## src/hw/tetris_ai_defs.svh

```systemverilog
`ifndef TETRIS_AI_DEFS_SVH
`define TETRIS_AI_DEFS_SVH

// grid size, row 0 is the top
`define TAI_ROWS 20
`define TAI_COLS 10

// field widths
`define TAI_HEIGHT_W 5
`define TAI_FEAT_W 8
`define TAI_SCORE_W 16
`define TAI_IDX_W 4

// score weights
`define TAI_W_LINES 8
`define TAI_W_HEIGHT 1
`define TAI_W_HOLES 4
`define TAI_W_BUMP 1

`endif

```

## src/hw/tetris_ai_pkg.sv

```systemverilog
`include "tetris_ai_defs.svh"

package tetris_ai_pkg;

    // one bit per cell, 1 means filled
    typedef logic [`TAI_ROWS-1:0][`TAI_COLS-1:0] grid_t;

    typedef enum logic [1:0] {
        CLR_IDLE,
        CLR_SCAN,
        CLR_DONE
    } clear_state_t;

    typedef enum logic [2:0] {
        EXT_IDLE,
        EXT_LINES,
        EXT_COLUMN,
        EXT_SUM,
        EXT_DONE
    } extract_state_t;

    typedef enum logic [1:0] {
        TOP_IDLE,
        TOP_BUSY,
        TOP_ACK
    } top_state_t;

endpackage

```

## src/hw/line_clear.sv

```systemverilog
`timescale 1ns/1ps
`include "tetris_ai_defs.svh"

module line_clear (
    input  logic                  clk,
    input  logic                  rst,
    input  logic                  req,
    input  tetris_ai_pkg::grid_t  grid_in,
    output logic                  ack,
    output tetris_ai_pkg::grid_t  grid_out,
    output logic [2:0]            lines
);

    localparam int ROW_W = $clog2(`TAI_ROWS);

    tetris_ai_pkg::clear_state_t state;

    tetris_ai_pkg::grid_t src;
    tetris_ai_pkg::grid_t dst;
    logic [ROW_W-1:0] src_row;
    logic [ROW_W-1:0] dst_row;
    logic [2:0] count;

    always_ff @(posedge clk or posedge rst) begin
        if (rst) begin
            state <= tetris_ai_pkg::CLR_IDLE;
        end else begin
            case (state)
                tetris_ai_pkg::CLR_IDLE: begin
                    if (req) begin
                        state <= tetris_ai_pkg::CLR_SCAN;
                    end
                end
                tetris_ai_pkg::CLR_SCAN: begin
                    if (src_row == '0) begin
                        state <= tetris_ai_pkg::CLR_DONE;
                    end
                end
                tetris_ai_pkg::CLR_DONE: begin
                    if (!req) begin
                        state <= tetris_ai_pkg::CLR_IDLE;
                    end
                end
                default: state <= tetris_ai_pkg::CLR_IDLE;
            endcase
        end
    end

    // bottom to top, surviving rows drop to the next free row
    always_ff @(posedge clk) begin
        if (state == tetris_ai_pkg::CLR_IDLE && req) begin
            src     <= grid_in;
            dst     <= '0;
            src_row <= ROW_W'(`TAI_ROWS - 1);
            dst_row <= ROW_W'(`TAI_ROWS - 1);
            count   <= '0;
        end else if (state == tetris_ai_pkg::CLR_SCAN) begin
            if (&src[src_row]) begin
                count <= count + 3'd1;
            end else begin
                dst[dst_row] <= src[src_row];
                dst_row      <= dst_row - ROW_W'(1);
            end
            src_row <= src_row - ROW_W'(1);
        end
    end

    assign ack      = (state == tetris_ai_pkg::CLR_DONE);
    assign grid_out = dst;
    assign lines    = count;

endmodule

```

## src/hw/feature_extract.sv

```systemverilog
`timescale 1ns/1ps
`include "tetris_ai_defs.svh"

module feature_extract (
    input  logic                   clk,
    input  logic                   rst,
    input  logic                   req,
    input  tetris_ai_pkg::grid_t   grid,
    output logic                   ack,
    output logic [`TAI_FEAT_W-1:0] lines_cleared,
    output logic [`TAI_FEAT_W-1:0] holes,
    output logic [`TAI_FEAT_W-1:0] bumpiness,
    output logic [`TAI_FEAT_W-1:0] height_sum
);

    localparam int COL_W = $clog2(`TAI_COLS);
    localparam int HW    = `TAI_HEIGHT_W;
    localparam int FW    = `TAI_FEAT_W;

    tetris_ai_pkg::extract_state_t state;

    logic                 clear_req;
    logic                 clear_ack;
    tetris_ai_pkg::grid_t clear_grid;
    logic [2:0]           clear_lines;

    tetris_ai_pkg::grid_t work;
    logic [COL_W-1:0]     col;
    logic [`TAI_COLS-1:0][HW-1:0] heights;

    logic [FW-1:0] lines_r;
    logic [FW-1:0] holes_r;
    logic [FW-1:0] bump_r;
    logic [FW-1:0] hsum_r;

    logic          seen;
    logic [HW-1:0] col_height;
    logic [HW-1:0] col_holes;
    logic [HW-1:0] diff;
    logic [FW-1:0] sum_h;
    logic [FW-1:0] sum_b;

    line_clear line_clear_i (
        .clk      (clk),
        .rst      (rst),
        .req      (clear_req),
        .grid_in  (grid),
        .ack      (clear_ack),
        .grid_out (clear_grid),
        .lines    (clear_lines)
    );

    assign clear_req = (state == tetris_ai_pkg::EXT_LINES);

    ////////////////////////////////////////
    // fsm
    ////////////////////////////////////////

    always_ff @(posedge clk or posedge rst) begin
        if (rst) begin
            state <= tetris_ai_pkg::EXT_IDLE;
        end else begin
            case (state)
                tetris_ai_pkg::EXT_IDLE: begin
                    // line clear must have dropped its ack first
                    if (req && !clear_ack) begin
                        state <= tetris_ai_pkg::EXT_LINES;
                    end
                end
                tetris_ai_pkg::EXT_LINES: begin
                    if (clear_ack) begin
                        state <= tetris_ai_pkg::EXT_COLUMN;
                    end
                end
                tetris_ai_pkg::EXT_COLUMN: begin
                    if (col == COL_W'(`TAI_COLS - 1)) begin
                        state <= tetris_ai_pkg::EXT_SUM;
                    end
                end
                tetris_ai_pkg::EXT_SUM: state <= tetris_ai_pkg::EXT_DONE;
                tetris_ai_pkg::EXT_DONE: begin
                    if (!req) begin
                        state <= tetris_ai_pkg::EXT_IDLE;
                    end
                end
                default: state <= tetris_ai_pkg::EXT_IDLE;
            endcase
        end
    end

    ////////////////////////////////////////
    // column scan
    ////////////////////////////////////////

    // top down, every empty cell under the first filled one is a hole
    always_comb begin
        seen       = 1'b0;
        col_height = '0;
        col_holes  = '0;
        for (int r = 0; r < `TAI_ROWS; r++) begin
            if (work[r][col]) begin
                if (!seen) begin
                    col_height = HW'(`TAI_ROWS - r);
                end
                seen = 1'b1;
            end else if (seen) begin
                col_holes = col_holes + HW'(1);
            end
        end
    end

    always_comb begin
        sum_h = '0;
        sum_b = '0;
        diff  = '0;
        for (int c = 0; c < `TAI_COLS; c++) begin
            sum_h = sum_h + FW'(heights[c]);
        end
        for (int c = 0; c < `TAI_COLS - 1; c++) begin
            diff = (heights[c] > heights[c+1]) ? heights[c] - heights[c+1]
                                               : heights[c+1] - heights[c];
            sum_b = sum_b + FW'(diff);
        end
    end

    always_ff @(posedge clk) begin
        if (state == tetris_ai_pkg::EXT_LINES && clear_ack) begin
            work    <= clear_grid;
            lines_r <= FW'(clear_lines);
            holes_r <= '0;
            col     <= '0;
        end
        if (state == tetris_ai_pkg::EXT_COLUMN) begin
            heights[col] <= col_height;
            holes_r      <= holes_r + FW'(col_holes);
            col          <= col + COL_W'(1);
        end
        if (state == tetris_ai_pkg::EXT_SUM) begin
            bump_r <= sum_b;
            hsum_r <= sum_h;
        end
    end

    assign ack           = (state == tetris_ai_pkg::EXT_DONE);
    assign lines_cleared = lines_r;
    assign holes         = holes_r;
    assign bumpiness     = bump_r;
    assign height_sum    = hsum_r;

endmodule

```

## src/hw/move_score.sv

```systemverilog
`timescale 1ns/1ps
`include "tetris_ai_defs.svh"

module move_score (
    input  logic                           clk,
    input  logic                           rst,
    input  logic                           update,
    input  logic                           first,
    input  logic [`TAI_FEAT_W-1:0]         lines_cleared,
    input  logic [`TAI_FEAT_W-1:0]         holes,
    input  logic [`TAI_FEAT_W-1:0]         bumpiness,
    input  logic [`TAI_FEAT_W-1:0]         height_sum,
    output logic signed [`TAI_SCORE_W-1:0] score,
    output logic signed [`TAI_SCORE_W-1:0] best_score,
    output logic [`TAI_IDX_W-1:0]          best_index
);

    localparam int SW = `TAI_SCORE_W;
    localparam int IW = `TAI_IDX_W;

    localparam logic signed [SW-1:0] W_LINES  = SW'(`TAI_W_LINES);
    localparam logic signed [SW-1:0] W_HEIGHT = SW'(`TAI_W_HEIGHT);
    localparam logic signed [SW-1:0] W_HOLES  = SW'(`TAI_W_HOLES);
    localparam logic signed [SW-1:0] W_BUMP   = SW'(`TAI_W_BUMP);

    logic signed [SW-1:0] lines_ext;
    logic signed [SW-1:0] holes_ext;
    logic signed [SW-1:0] bump_ext;
    logic signed [SW-1:0] height_ext;

    logic [IW-1:0] cand_idx;
    logic [IW-1:0] idx_now;
    logic signed [SW-1:0] best_r;
    logic [IW-1:0] best_idx_r;

    assign lines_ext  = SW'(lines_cleared);
    assign holes_ext  = SW'(holes);
    assign bump_ext   = SW'(bumpiness);
    assign height_ext = SW'(height_sum);

    assign score = W_LINES * lines_ext - W_HEIGHT * height_ext
                 - W_HOLES * holes_ext - W_BUMP * bump_ext;

    // index of the candidate being scored
    assign idx_now = first ? '0 : cand_idx;

    always_ff @(posedge clk or posedge rst) begin
        if (rst) begin
            cand_idx   <= '0;
            best_r     <= '0;
            best_idx_r <= '0;
        end else if (update) begin
            cand_idx <= idx_now + IW'(1);
            // strict compare, a tie keeps the earlier one
            if (first || score > best_r) begin
                best_r     <= score;
                best_idx_r <= idx_now;
            end
        end
    end

    assign best_score = best_r;
    assign best_index = best_idx_r;

endmodule

```

## src/hw/tetris_ai_top.sv

```systemverilog
`timescale 1ns/1ps
`include "tetris_ai_defs.svh"

module tetris_ai_top (
    input  logic                           clk,
    input  logic                           rst,
    input  logic                           req,
    input  logic                           last,
    input  tetris_ai_pkg::grid_t           grid,
    output logic                           ack,
    output logic                           round_done,
    output logic [`TAI_FEAT_W-1:0]         lines_cleared,
    output logic [`TAI_FEAT_W-1:0]         holes,
    output logic [`TAI_FEAT_W-1:0]         bumpiness,
    output logic [`TAI_FEAT_W-1:0]         height_sum,
    output logic signed [`TAI_SCORE_W-1:0] score,
    output logic signed [`TAI_SCORE_W-1:0] best_score,
    output logic [`TAI_IDX_W-1:0]          best_index
);

    tetris_ai_pkg::top_state_t state;

    logic extract_req;
    logic extract_ack;
    logic update;
    logic last_r;
    logic new_round;

    always_ff @(posedge clk or posedge rst) begin
        if (rst) begin
            state     <= tetris_ai_pkg::TOP_IDLE;
            last_r    <= 1'b0;
            new_round <= 1'b1;
        end else begin
            case (state)
                tetris_ai_pkg::TOP_IDLE: begin
                    if (req && !extract_ack) begin
                        state  <= tetris_ai_pkg::TOP_BUSY;
                        last_r <= last;
                    end
                end
                tetris_ai_pkg::TOP_BUSY: begin
                    if (extract_ack) begin
                        state <= tetris_ai_pkg::TOP_ACK;
                    end
                end
                tetris_ai_pkg::TOP_ACK: begin
                    if (!req) begin
                        state     <= tetris_ai_pkg::TOP_IDLE;
                        new_round <= last_r;
                    end
                end
                default: state <= tetris_ai_pkg::TOP_IDLE;
            endcase
        end
    end

    // best is registered on update, ack follows a cycle later
    assign update      = (state == tetris_ai_pkg::TOP_BUSY) && extract_ack;
    assign extract_req = (state != tetris_ai_pkg::TOP_IDLE);
    assign ack         = (state == tetris_ai_pkg::TOP_ACK);
    assign round_done  = ack && last_r;

    feature_extract feature_extract_i (
        .clk           (clk),
        .rst           (rst),
        .req           (extract_req),
        .grid          (grid),
        .ack           (extract_ack),
        .lines_cleared (lines_cleared),
        .holes         (holes),
        .bumpiness     (bumpiness),
        .height_sum    (height_sum)
    );

    move_score move_score_i (
        .clk           (clk),
        .rst           (rst),
        .update        (update),
        .first         (new_round),
        .lines_cleared (lines_cleared),
        .holes         (holes),
        .bumpiness     (bumpiness),
        .height_sum    (height_sum),
        .score         (score),
        .best_score    (best_score),
        .best_index    (best_index)
    );

endmodule

```

## config.mk

```make
export PLATFORM = sky130hd
export DESIGN_NAME = tetris_ai_top
export DESIGN_NICKNAME = d
export VERILOG_FILES = /design/src/hw/tetris_ai_pkg.sv /design/src/hw/line_clear.sv /design/src/hw/feature_extract.sv /design/src/hw/move_score.sv /design/src/hw/tetris_ai_top.sv
export VERILOG_INCLUDE_DIRS = /design/src /design/src/hw
export SDC_FILE = /design/constraint.sdc
export NUM_CORES = 1
export LEC_CHECK = 0
export BUFFER_PORTS_ARGS = -buffer_cell sky130_fd_sc_hd__buf_2
export CORE_UTILIZATION = 30
export CTS_CLUSTER_DIAMETER = 30
export DETAILED_ROUTE_END_ITERATION = 6
export PLACE_DENSITY = 0.5
export SKIP_LAST_GASP = 1
export SYNTH_ARGS = -nofsm -noshare
export SYNTH_HDL_FRONTEND = slang
export SYNTH_HIERARCHICAL = 1
export SYNTH_SLANG_ARGS = --single-unit
```

## constraint.sdc

```tcl
create_clock -name clk -period 19.9 [get_ports clk]
set_input_delay 2.985 -clock clk [delete_from_list [all_inputs] [get_ports clk]]
set_output_delay 2.985 -clock clk [all_outputs]
set_load 0.1 [all_outputs]
```

==> results.cfg, run 1 <==
[floorplanning]
start_util = 0.302
die_w_um = 357
row_count = 130
core_mm2 = 0.125
io_pins = 274
die_h_um = 357
dieArea_mm2 = 0.128

[pwr]
power_mw = 6.11
power.density_mw_per_mm2 = 131
p_sw_frac = 0.308
p_clk_frac = 0.435
p_leak_nw = 18.2
pwr-share-seq = 0.340
vdd.ir_drop.worst_mv = 0.0909
power_frac_comb = 0.225
internal-power_mw = 4.23
p_sw_mw = 1.89

[setup_path]
r2r_slack_ns = 4.72
start_kind = flop
cp_slowest_cell = nor4_2
worstPathRequired_ns = 20.34
regToRegStartpoint = feature_extract_i/col[0]$_SDFFCE_PN0P_
cpMostUsedCell = ha_1
arrival_ns = 15.62
crit_fanout = 35
path_class = reg -> reg
r2r_end = feature_extract_i/holes[6]$_SDFFCE_PN0P_
worst_setup_path_end_kind = flop
ff2ff_path_depth = 67
cp_slowest_stage_delay_ns = 0.93

[yosys]
ys_ff_latch = 725
synth_area_mm2 = 0.0379
synth_area_per_cell_um2 = 12.1
ys.flop_type = edfxtp_1
synth_cells = 3133
synthTopCellsByArea = edfxtp_1, dfxtp_1, ha_1
synth_async_sr_flop_share = 0.0428
synth_top_area_share = 0.381
ys_seq_area_frac = 0.514
yosysUniqueCellTypes = 116
synth_edf_count = 481
yosysWarnings = 6
synth_top_area_cell = edfxtp_1

[min_path]
min_delay_worst_endpoint = feature_extract_i/work[167]$_DFFE_PP_
whs_path_depth = 0
min_path_type = reg -> reg
hp-start = feature_extract_i/line_clear_i/grid_out[167]$_SDFFE_PP0P_

[route]
dr.pass1.iters = 7
vias = 25900
wire_per_inst_um = 20.3
drtIter0Drc = 1613
ant_nets = 0
drc = 0
drt-vias-per-instance = 4.96
wl_um = 106000

[clocking]
cts.reportedPaths.clkPinSlew_ns = 0.05
hold_buffers = 0
clk_path_buf_depth = 3
clk_latency_ns = 0.74
cts_setup_buffers = 0
root_buffer = clkbuf_16
tritoncts = yes
cts_made_buffers = 153
clkSinkCount = 725
h-tree-depth = 4
post_cts_resized = 0

[global_routing]
first_global_vias = 26000
antenna_found_initial = 9
grt_usage = 0.165
overflow = 0
grt_pass1_wl_um = 161000
grt_max_degree = 148

[sta]
final.setup_skew_ns = 0.0537
timing.final.crit_share = 0.763
fmax_mhz = 65.9
maxSlewHeadroom = 0.225
final_hold_viol_count = 0
rsz0062_at_grt = no
fin_tns_setup_ns = 0
post-route-min-period_ns = 15.18
setup_violations = 0
setup_ws_ns = 4.72
timing.hold.ws_ns = 0.416
tightestPinTransition_ns = 1.16
slew_viol_final = 0

[status]
status = finished, final reports clean

[placed_design]
placed_area_mm2 = 0.0410
gp_congestion = 0.854
dp.cells = 4929
pre_cts_slack_ns = 4.83
hpwl_um = 74600
port_buffers = 268

[layout]
seq_area_mm2 = 0.0195
nets = 3902
multi_input_area_mm2 = 0.0170
drive_gt1_frac = 0.213
areaGrowthSynthToFinish_pct = 22.9
fill_cells = 12100
post-route-util = 0.371
fin_cells = 5217
stdcell_area_mm2 = 0.0466

[run]
maxCapViolCount = 0
==> state kept, by name, indices dropped and copies added, names as in the netlist <==
register and flops:
feature_extract_i/line_clear_i/grid_out 200, feature_extract_i/line_clear_i/src 200, feature_extract_i/work 200, feature_extract_i/heights 50
move_score_i/best_score 14, feature_extract_i/bumpiness 8, feature_extract_i/height_sum 8, feature_extract_i/holes 8
feature_extract_i/line_clear_i/dst_row 5, feature_extract_i/line_clear_i/src_row 5, feature_extract_i/col 4, move_score_i/best_index 4
move_score_i/cand_idx 4, feature_extract_i/line_clear_i/lines 3, feature_extract_i/lines_cleared 3, feature_extract_i/state 3
feature_extract_i/line_clear_i/state 2, state 2, last_r 1, new_round 1
==> final cells by class <==
cell class / count / share of cell area
flip-flops and latches: 725 / 0.419
multi-input cells: 2035 / 0.364
clock buffers: 197 / 0.0895
well taps: 1650 / 0.0443
repair buffers: 320 / 0.0372
clock inverters: 89 / 0.0297
inverters: 199 / 0.0163
diodes: 2 / 0.000107
==> cell usage after synthesis, types with 13 or more instances <==
cell type    n
a211oi_1   173
dfrtp_1     30
xnor2_1     79
a31oi_1     21
ha_1       169
nand2b_1    15
mux2_2      45
o21bai_1    23
o22ai_1     18
buf_2       42
xor2_1      26
nand2_1    172
mux2i_1    162
nor2_1     157
a221oi_1    24
clkbuf_1   100
o21ai_0     67
buf_4       18
inv_1      196
nor3_1      46
dfxtp_1    213
a22oi_1     13
or3_1       13
a22o_1      14
edfxtp_1   481
fa_1        95
mux4_2      53
nand4_1     19
a21o_1      32
nor2b_1     38
nand3_1     43
a21oi_1    258
and3_1      21
and2_1      24
==> power by group through the flow <==
stage	clock network (mW)	registers, mW	logic, mW
4_1_cts	2.71	2.08	1.40
3_5_place_dp	0	2.10	1.39
2_1_floorplan	0	2.07	0.942
5_1_grt	2.79	2.11	1.49
3_3_place_gp	0	2.10	1.38
6_report	2.66	2.08	1.38
==> layer usage <==
metal  vias to the layer above  track usage  part of all wire
li1                      12300            -                 -
met1                     12800        0.218              0.45
met2                       561        0.275              0.49
met3                       132       0.0276             0.039
met4                         2       0.0494             0.019
met5                         -            0           0.00011
==> worst max-delay path: cells and delay by family (launching register included) <==
| family | cells | cell delay (ns) |
|---|---|---|
| AOI/OAI and AO/OA | 25 | 5.09 |
| xor gates and xnor gates | 5 | 0.88 |
| adders and majority gates | 10 | 3.06 |
| buffers and inverters | 3 | 0.73 |
| DFF | 1 | 0.39 |
| muxes | 3 | 0.49 |
| and+or+nand+nor | 21 | 4.22 |
==> worst max path at each step <==
| stage | endpoint | slack, ns | start | depth (start not counted) |
|---|---|---|---|---|
| final | feature_extract_i/holes[6]$_SDFFCE_PN0P_ | 4.72 | feature_extract_i/col[0]$_SDFFCE_PN0P_ | 67 |
| after global routing | feature_extract_i/holes[6]$_SDFFCE_PN0P_ | 3.40 | feature_extract_i/col[0]$_SDFFCE_PN0P_ | 67 |
| after CTS | feature_extract_i/holes[6]$_SDFFCE_PN0P_ | 4.76 | feature_extract_i/col[0]$_SDFFCE_PN0P_ | 67 |
| after detailed placement | feature_extract_i/holes[6]$_SDFFCE_PN0P_ | 4.83 | feature_extract_i/col[0]$_SDFFCE_PN0P_ | 67 |
| after global placement | feature_extract_i/holes[6]$_SDFFCE_PN0P_ | 5.00 | feature_extract_i/col[0]$_SDFFCE_PN0P_ | 67 |
| after floorplan | feature_extract_i/holes[6]$_SDFFCE_PN0P_ | 6.86 | feature_extract_i/col[1]$_SDFFCE_PN0P_ | 71 |
==> cells by family after synthesis <==
logic type               after synthesis  share of synthesized area
XOR/XNOR                             109                     0.0263
other                                  1                  0.0000990
multiplexers                         271                     0.0920
AND/OR/NAND/NOR                      621                     0.0817
adder cells (fa/ha/maj)              264                      0.106
buffers and inverters                377                     0.0424
flip-flops                           725                      0.514
AO/OA/AOI/OAI                        765                      0.137
==> layout by cell type, fill, tap and decap left out, types with 14 or more instances in the layout <==
cell type  instances
nor3_1            46
dfrtp_1           30
o21bai_1          23
nand3_1           43
nor2_1           157
and2_1            23
bufinv_16         25
clkbuf_1          29
nand2_1          172
xor2_1            26
mux4_2            53
a21o_1            32
inv_1            196
nand4_1           19
nor2b_1           38
ha_1             169
nand2b_1          15
clkinv_2          23
a221oi_1          18
o22ai_1           17
and3_1            21
a21oi_1          258
a31oi_1           20
fa_1              95
edfxtp_1         481
clkbuf_16        155
dfxtp_1          211
a22o_1            14
o21ai_0           65
a211oi_1         173
mux2i_1          162
buf_2            268
xnor2_1           79
mux2_2            45
buf_4             52
Power figures use the tool's default switching activity.
==> inputs of run 2 (changes only) <==
--- a/config.mk
+++ b/config.mk
@@ -10,7 +10,7 @@
 export CORE_UTILIZATION = 30
 export CTS_CLUSTER_DIAMETER = 30
 export DETAILED_ROUTE_END_ITERATION = 6
-export PLACE_DENSITY = 0.5
+export PLACE_DENSITY = 0.52
 export SKIP_LAST_GASP = 1
 export SYNTH_ARGS = -nofsm -noshare
 export SYNTH_HDL_FRONTEND = slang
==> constraint.sdc (replaced) <==
create_clock -name clk -period 13.7 [get_ports clk]
set_input_delay 2.055 -clock clk [delete_from_list [all_inputs] [get_ports clk]]
set_output_delay 2.055 -clock clk [all_outputs]
set_load 0.1 [all_outputs]
==> results.cfg, run 2 (same netlist as run 1, synthesis figures left out) <==
[status]
status = finished, final reports clean

[setup_path]
cp_slowest_cell = or3b_4
cp_slowest_stage_delay_ns = 0.45
cpMostUsedCell = ha_1
worst_setup_path_end_kind = flop
path_class = reg -> reg
worstPathRequired_ns = 14.13
r2r_slack_ns = 0.81
r2r_end = feature_extract_i/holes[6]$_SDFFCE_PN0P_
regToRegStartpoint = feature_extract_i/col[1]$_SDFFCE_PN0P_
start_kind = flop
ff2ff_path_depth = 69
crit_fanout = 6
arrival_ns = 13.32

[layout]
areaGrowthSynthToFinish_pct = 22.9
layout_commonest_cell = edfxtp_1
post-route-util = 0.371
multi_input_area_mm2 = 0.0171
fill_cells = 12200
nets = 3935
fin_cells = 5243
final_cell_mix = edfxtp_1, buf_2, a21oi_1
seq_area_mm2 = 0.0195
drive_gt1_frac = 0.227

[clocking]
clkSinkCount = 725
tritoncts = yes
h-tree-depth = 4
cts.reportedPaths.clkPinSlew_ns = 0.05
root_buffer = clkbuf_16
clk_path_buf_depth = 3
clk_latency_ns = 0.73
cts_made_buffers = 144

[route]
highest_layer = met5
wire_per_inst_um = 20.1
ant_nets = 0
dr_wl_met2_um = 52100
drc = 0
dr.pass1.iters = 5
drtIter0Drc = 1517
wl_um = 105000
drt-vias-per-instance = 4.97
routed-wl-met3_um = 4300
vias = 26000
wl_met1_um = 46600

[pwr]
p_leak_nw = 18.2
power.density_mw_per_mm2 = 184
vdd.ir_drop.worst_mv = 0.143

[sta]
setup_violations = 0
final_hold_viol_count = 0
fin_tns_setup_ns = 0
tightestPinTransition_ns = 1.31
timing.final.crit_share = 0.941
post-route-min-period_ns = 12.89
fmax_mhz = 77.6
maxSlewHeadroom = 0.126
slew_viol_final = 0
final.setup_skew_ns = 0.0513

[global_routing]
grt_max_degree = 126
overflow = 0
antenna_found_initial = 11
grt_usage = 0.164
first_global_vias = 26500
grt_pass1_wl_um = 161000

[floorplanning]
row_count = 130
die_h_um = 357
io_pins = 274
dieArea_mm2 = 0.128
start_util = 0.302
die_w_um = 357
core_mm2 = 0.125

[placed_design]
hpwl_um = 74200
dp.cells = 4945
port_buffers = 268
gp_congestion = 0.863

[min_path]
min_delay_worst_endpoint = feature_extract_i/work[120]$_DFFE_PP_
whs_path_depth = 0
min_path_type = reg -> reg
hp-start = feature_extract_i/line_clear_i/grid_out[120]$_SDFFE_PP0P_

[run]
maxCapViolCount = 0
==> run 2: cell types whose count changed in the layout (fill, tap and decap cells not counted), sizes merged <==
cell      previous run  this run
buf                320       359
clkbuf             197       176
bufinv              25        15
inv                202       212
diode                2         6
clkinv              49        51
clkinvlp            12        14
==> run 2: final cells by class <==
cell class | count | area share
multi-input cells | 2035 | 0.368
clock buffers | 173 | 0.0823
repair buffers | 362 | 0.0452
inverters | 199 | 0.0163
well taps | 1650 | 0.0443
diodes | 6 | 0.000322
clock inverters | 93 | 0.0253
flip-flops and latches | 725 | 0.418
==> run 2: where the power goes <==
part | internal [mW] | switching, mW | total (mW)
Sequential | 2.83 | 0.207 | 3.03
Clock | 2.31 | 1.22 | 3.53
Combinational | 0.691 | 1.31 | 2.00
==> run 2: metal layers <==
| metal | vias to the layer above | global-route usage |
|---|---|---|
| met5 | - | 0 |
| met4 | 4 | 0.0541 |
| met3 | 153 | 0.0285 |
| met2 | 592 | 0.280 |
| met1 | 12900 | 0.209 |
| li1 | 12400 | - |
==> run 2: how the worst max path moves through the flow <==
stage                                                          end  slack [ns]                              startpoint  cells past startpoint
after floorplan           feature_extract_i/holes[6]$_SDFFCE_PN0P_        0.66  feature_extract_i/col[1]$_SDFFCE_PN0P_                     71
after global placement    feature_extract_i/holes[6]$_SDFFCE_PN0P_       0.004  feature_extract_i/col[1]$_SDFFCE_PN0P_                     68
after detailed placement  feature_extract_i/holes[6]$_SDFFCE_PN0P_       -0.13  feature_extract_i/col[1]$_SDFFCE_PN0P_                     68
after CTS                 feature_extract_i/holes[6]$_SDFFCE_PN0P_        0.05  feature_extract_i/col[0]$_SDFFCE_PN0P_                     69
after global routing      feature_extract_i/holes[6]$_SDFFCE_PN0P_        -0.1  feature_extract_i/col[1]$_SDFFCE_PN0P_                     70
final                     feature_extract_i/holes[6]$_SDFFCE_PN0P_        0.81  feature_extract_i/col[1]$_SDFFCE_PN0P_                     69
==> run 2: what timing repair did <==
action                     in CTS  in global routing
hold buffers                    0                  0
pin swaps                       0                 17
setup endpoints to repair       3                  7
cloned                          0                  2
gates resized for setup         2                 43
setup buffers                   2                 22
==> run 2: worst max-delay path, delay by kind of cell (launching register included) <==
kind	cells	cell delay, ns
AO/OA/AOI/OAI	26	4.48
XOR/XNOR	6	0.94
adder cells (fa/ha/maj)	10	2.84
buffers and inverters	6	0.77
flip-flops	1	0.35
multiplexers	2	0.34
AND/OR/NAND/NOR	19	2.89
==> run 2: per-stage QoR <==
step	worst slack, ns	area [um2]	hold slack (ns)	power (mW)
after floorplan	0.660	37900	0.408	4.38
after global placement	0.00409	41100	0.410	5.05
after detailed placement	-0.133	41100	0.413	5.07
after CTS	0.0466	46200	0.392	8.63
after global routing	-0.0996	46600	0.414	8.95
final	0.806	46600	0.395	8.56
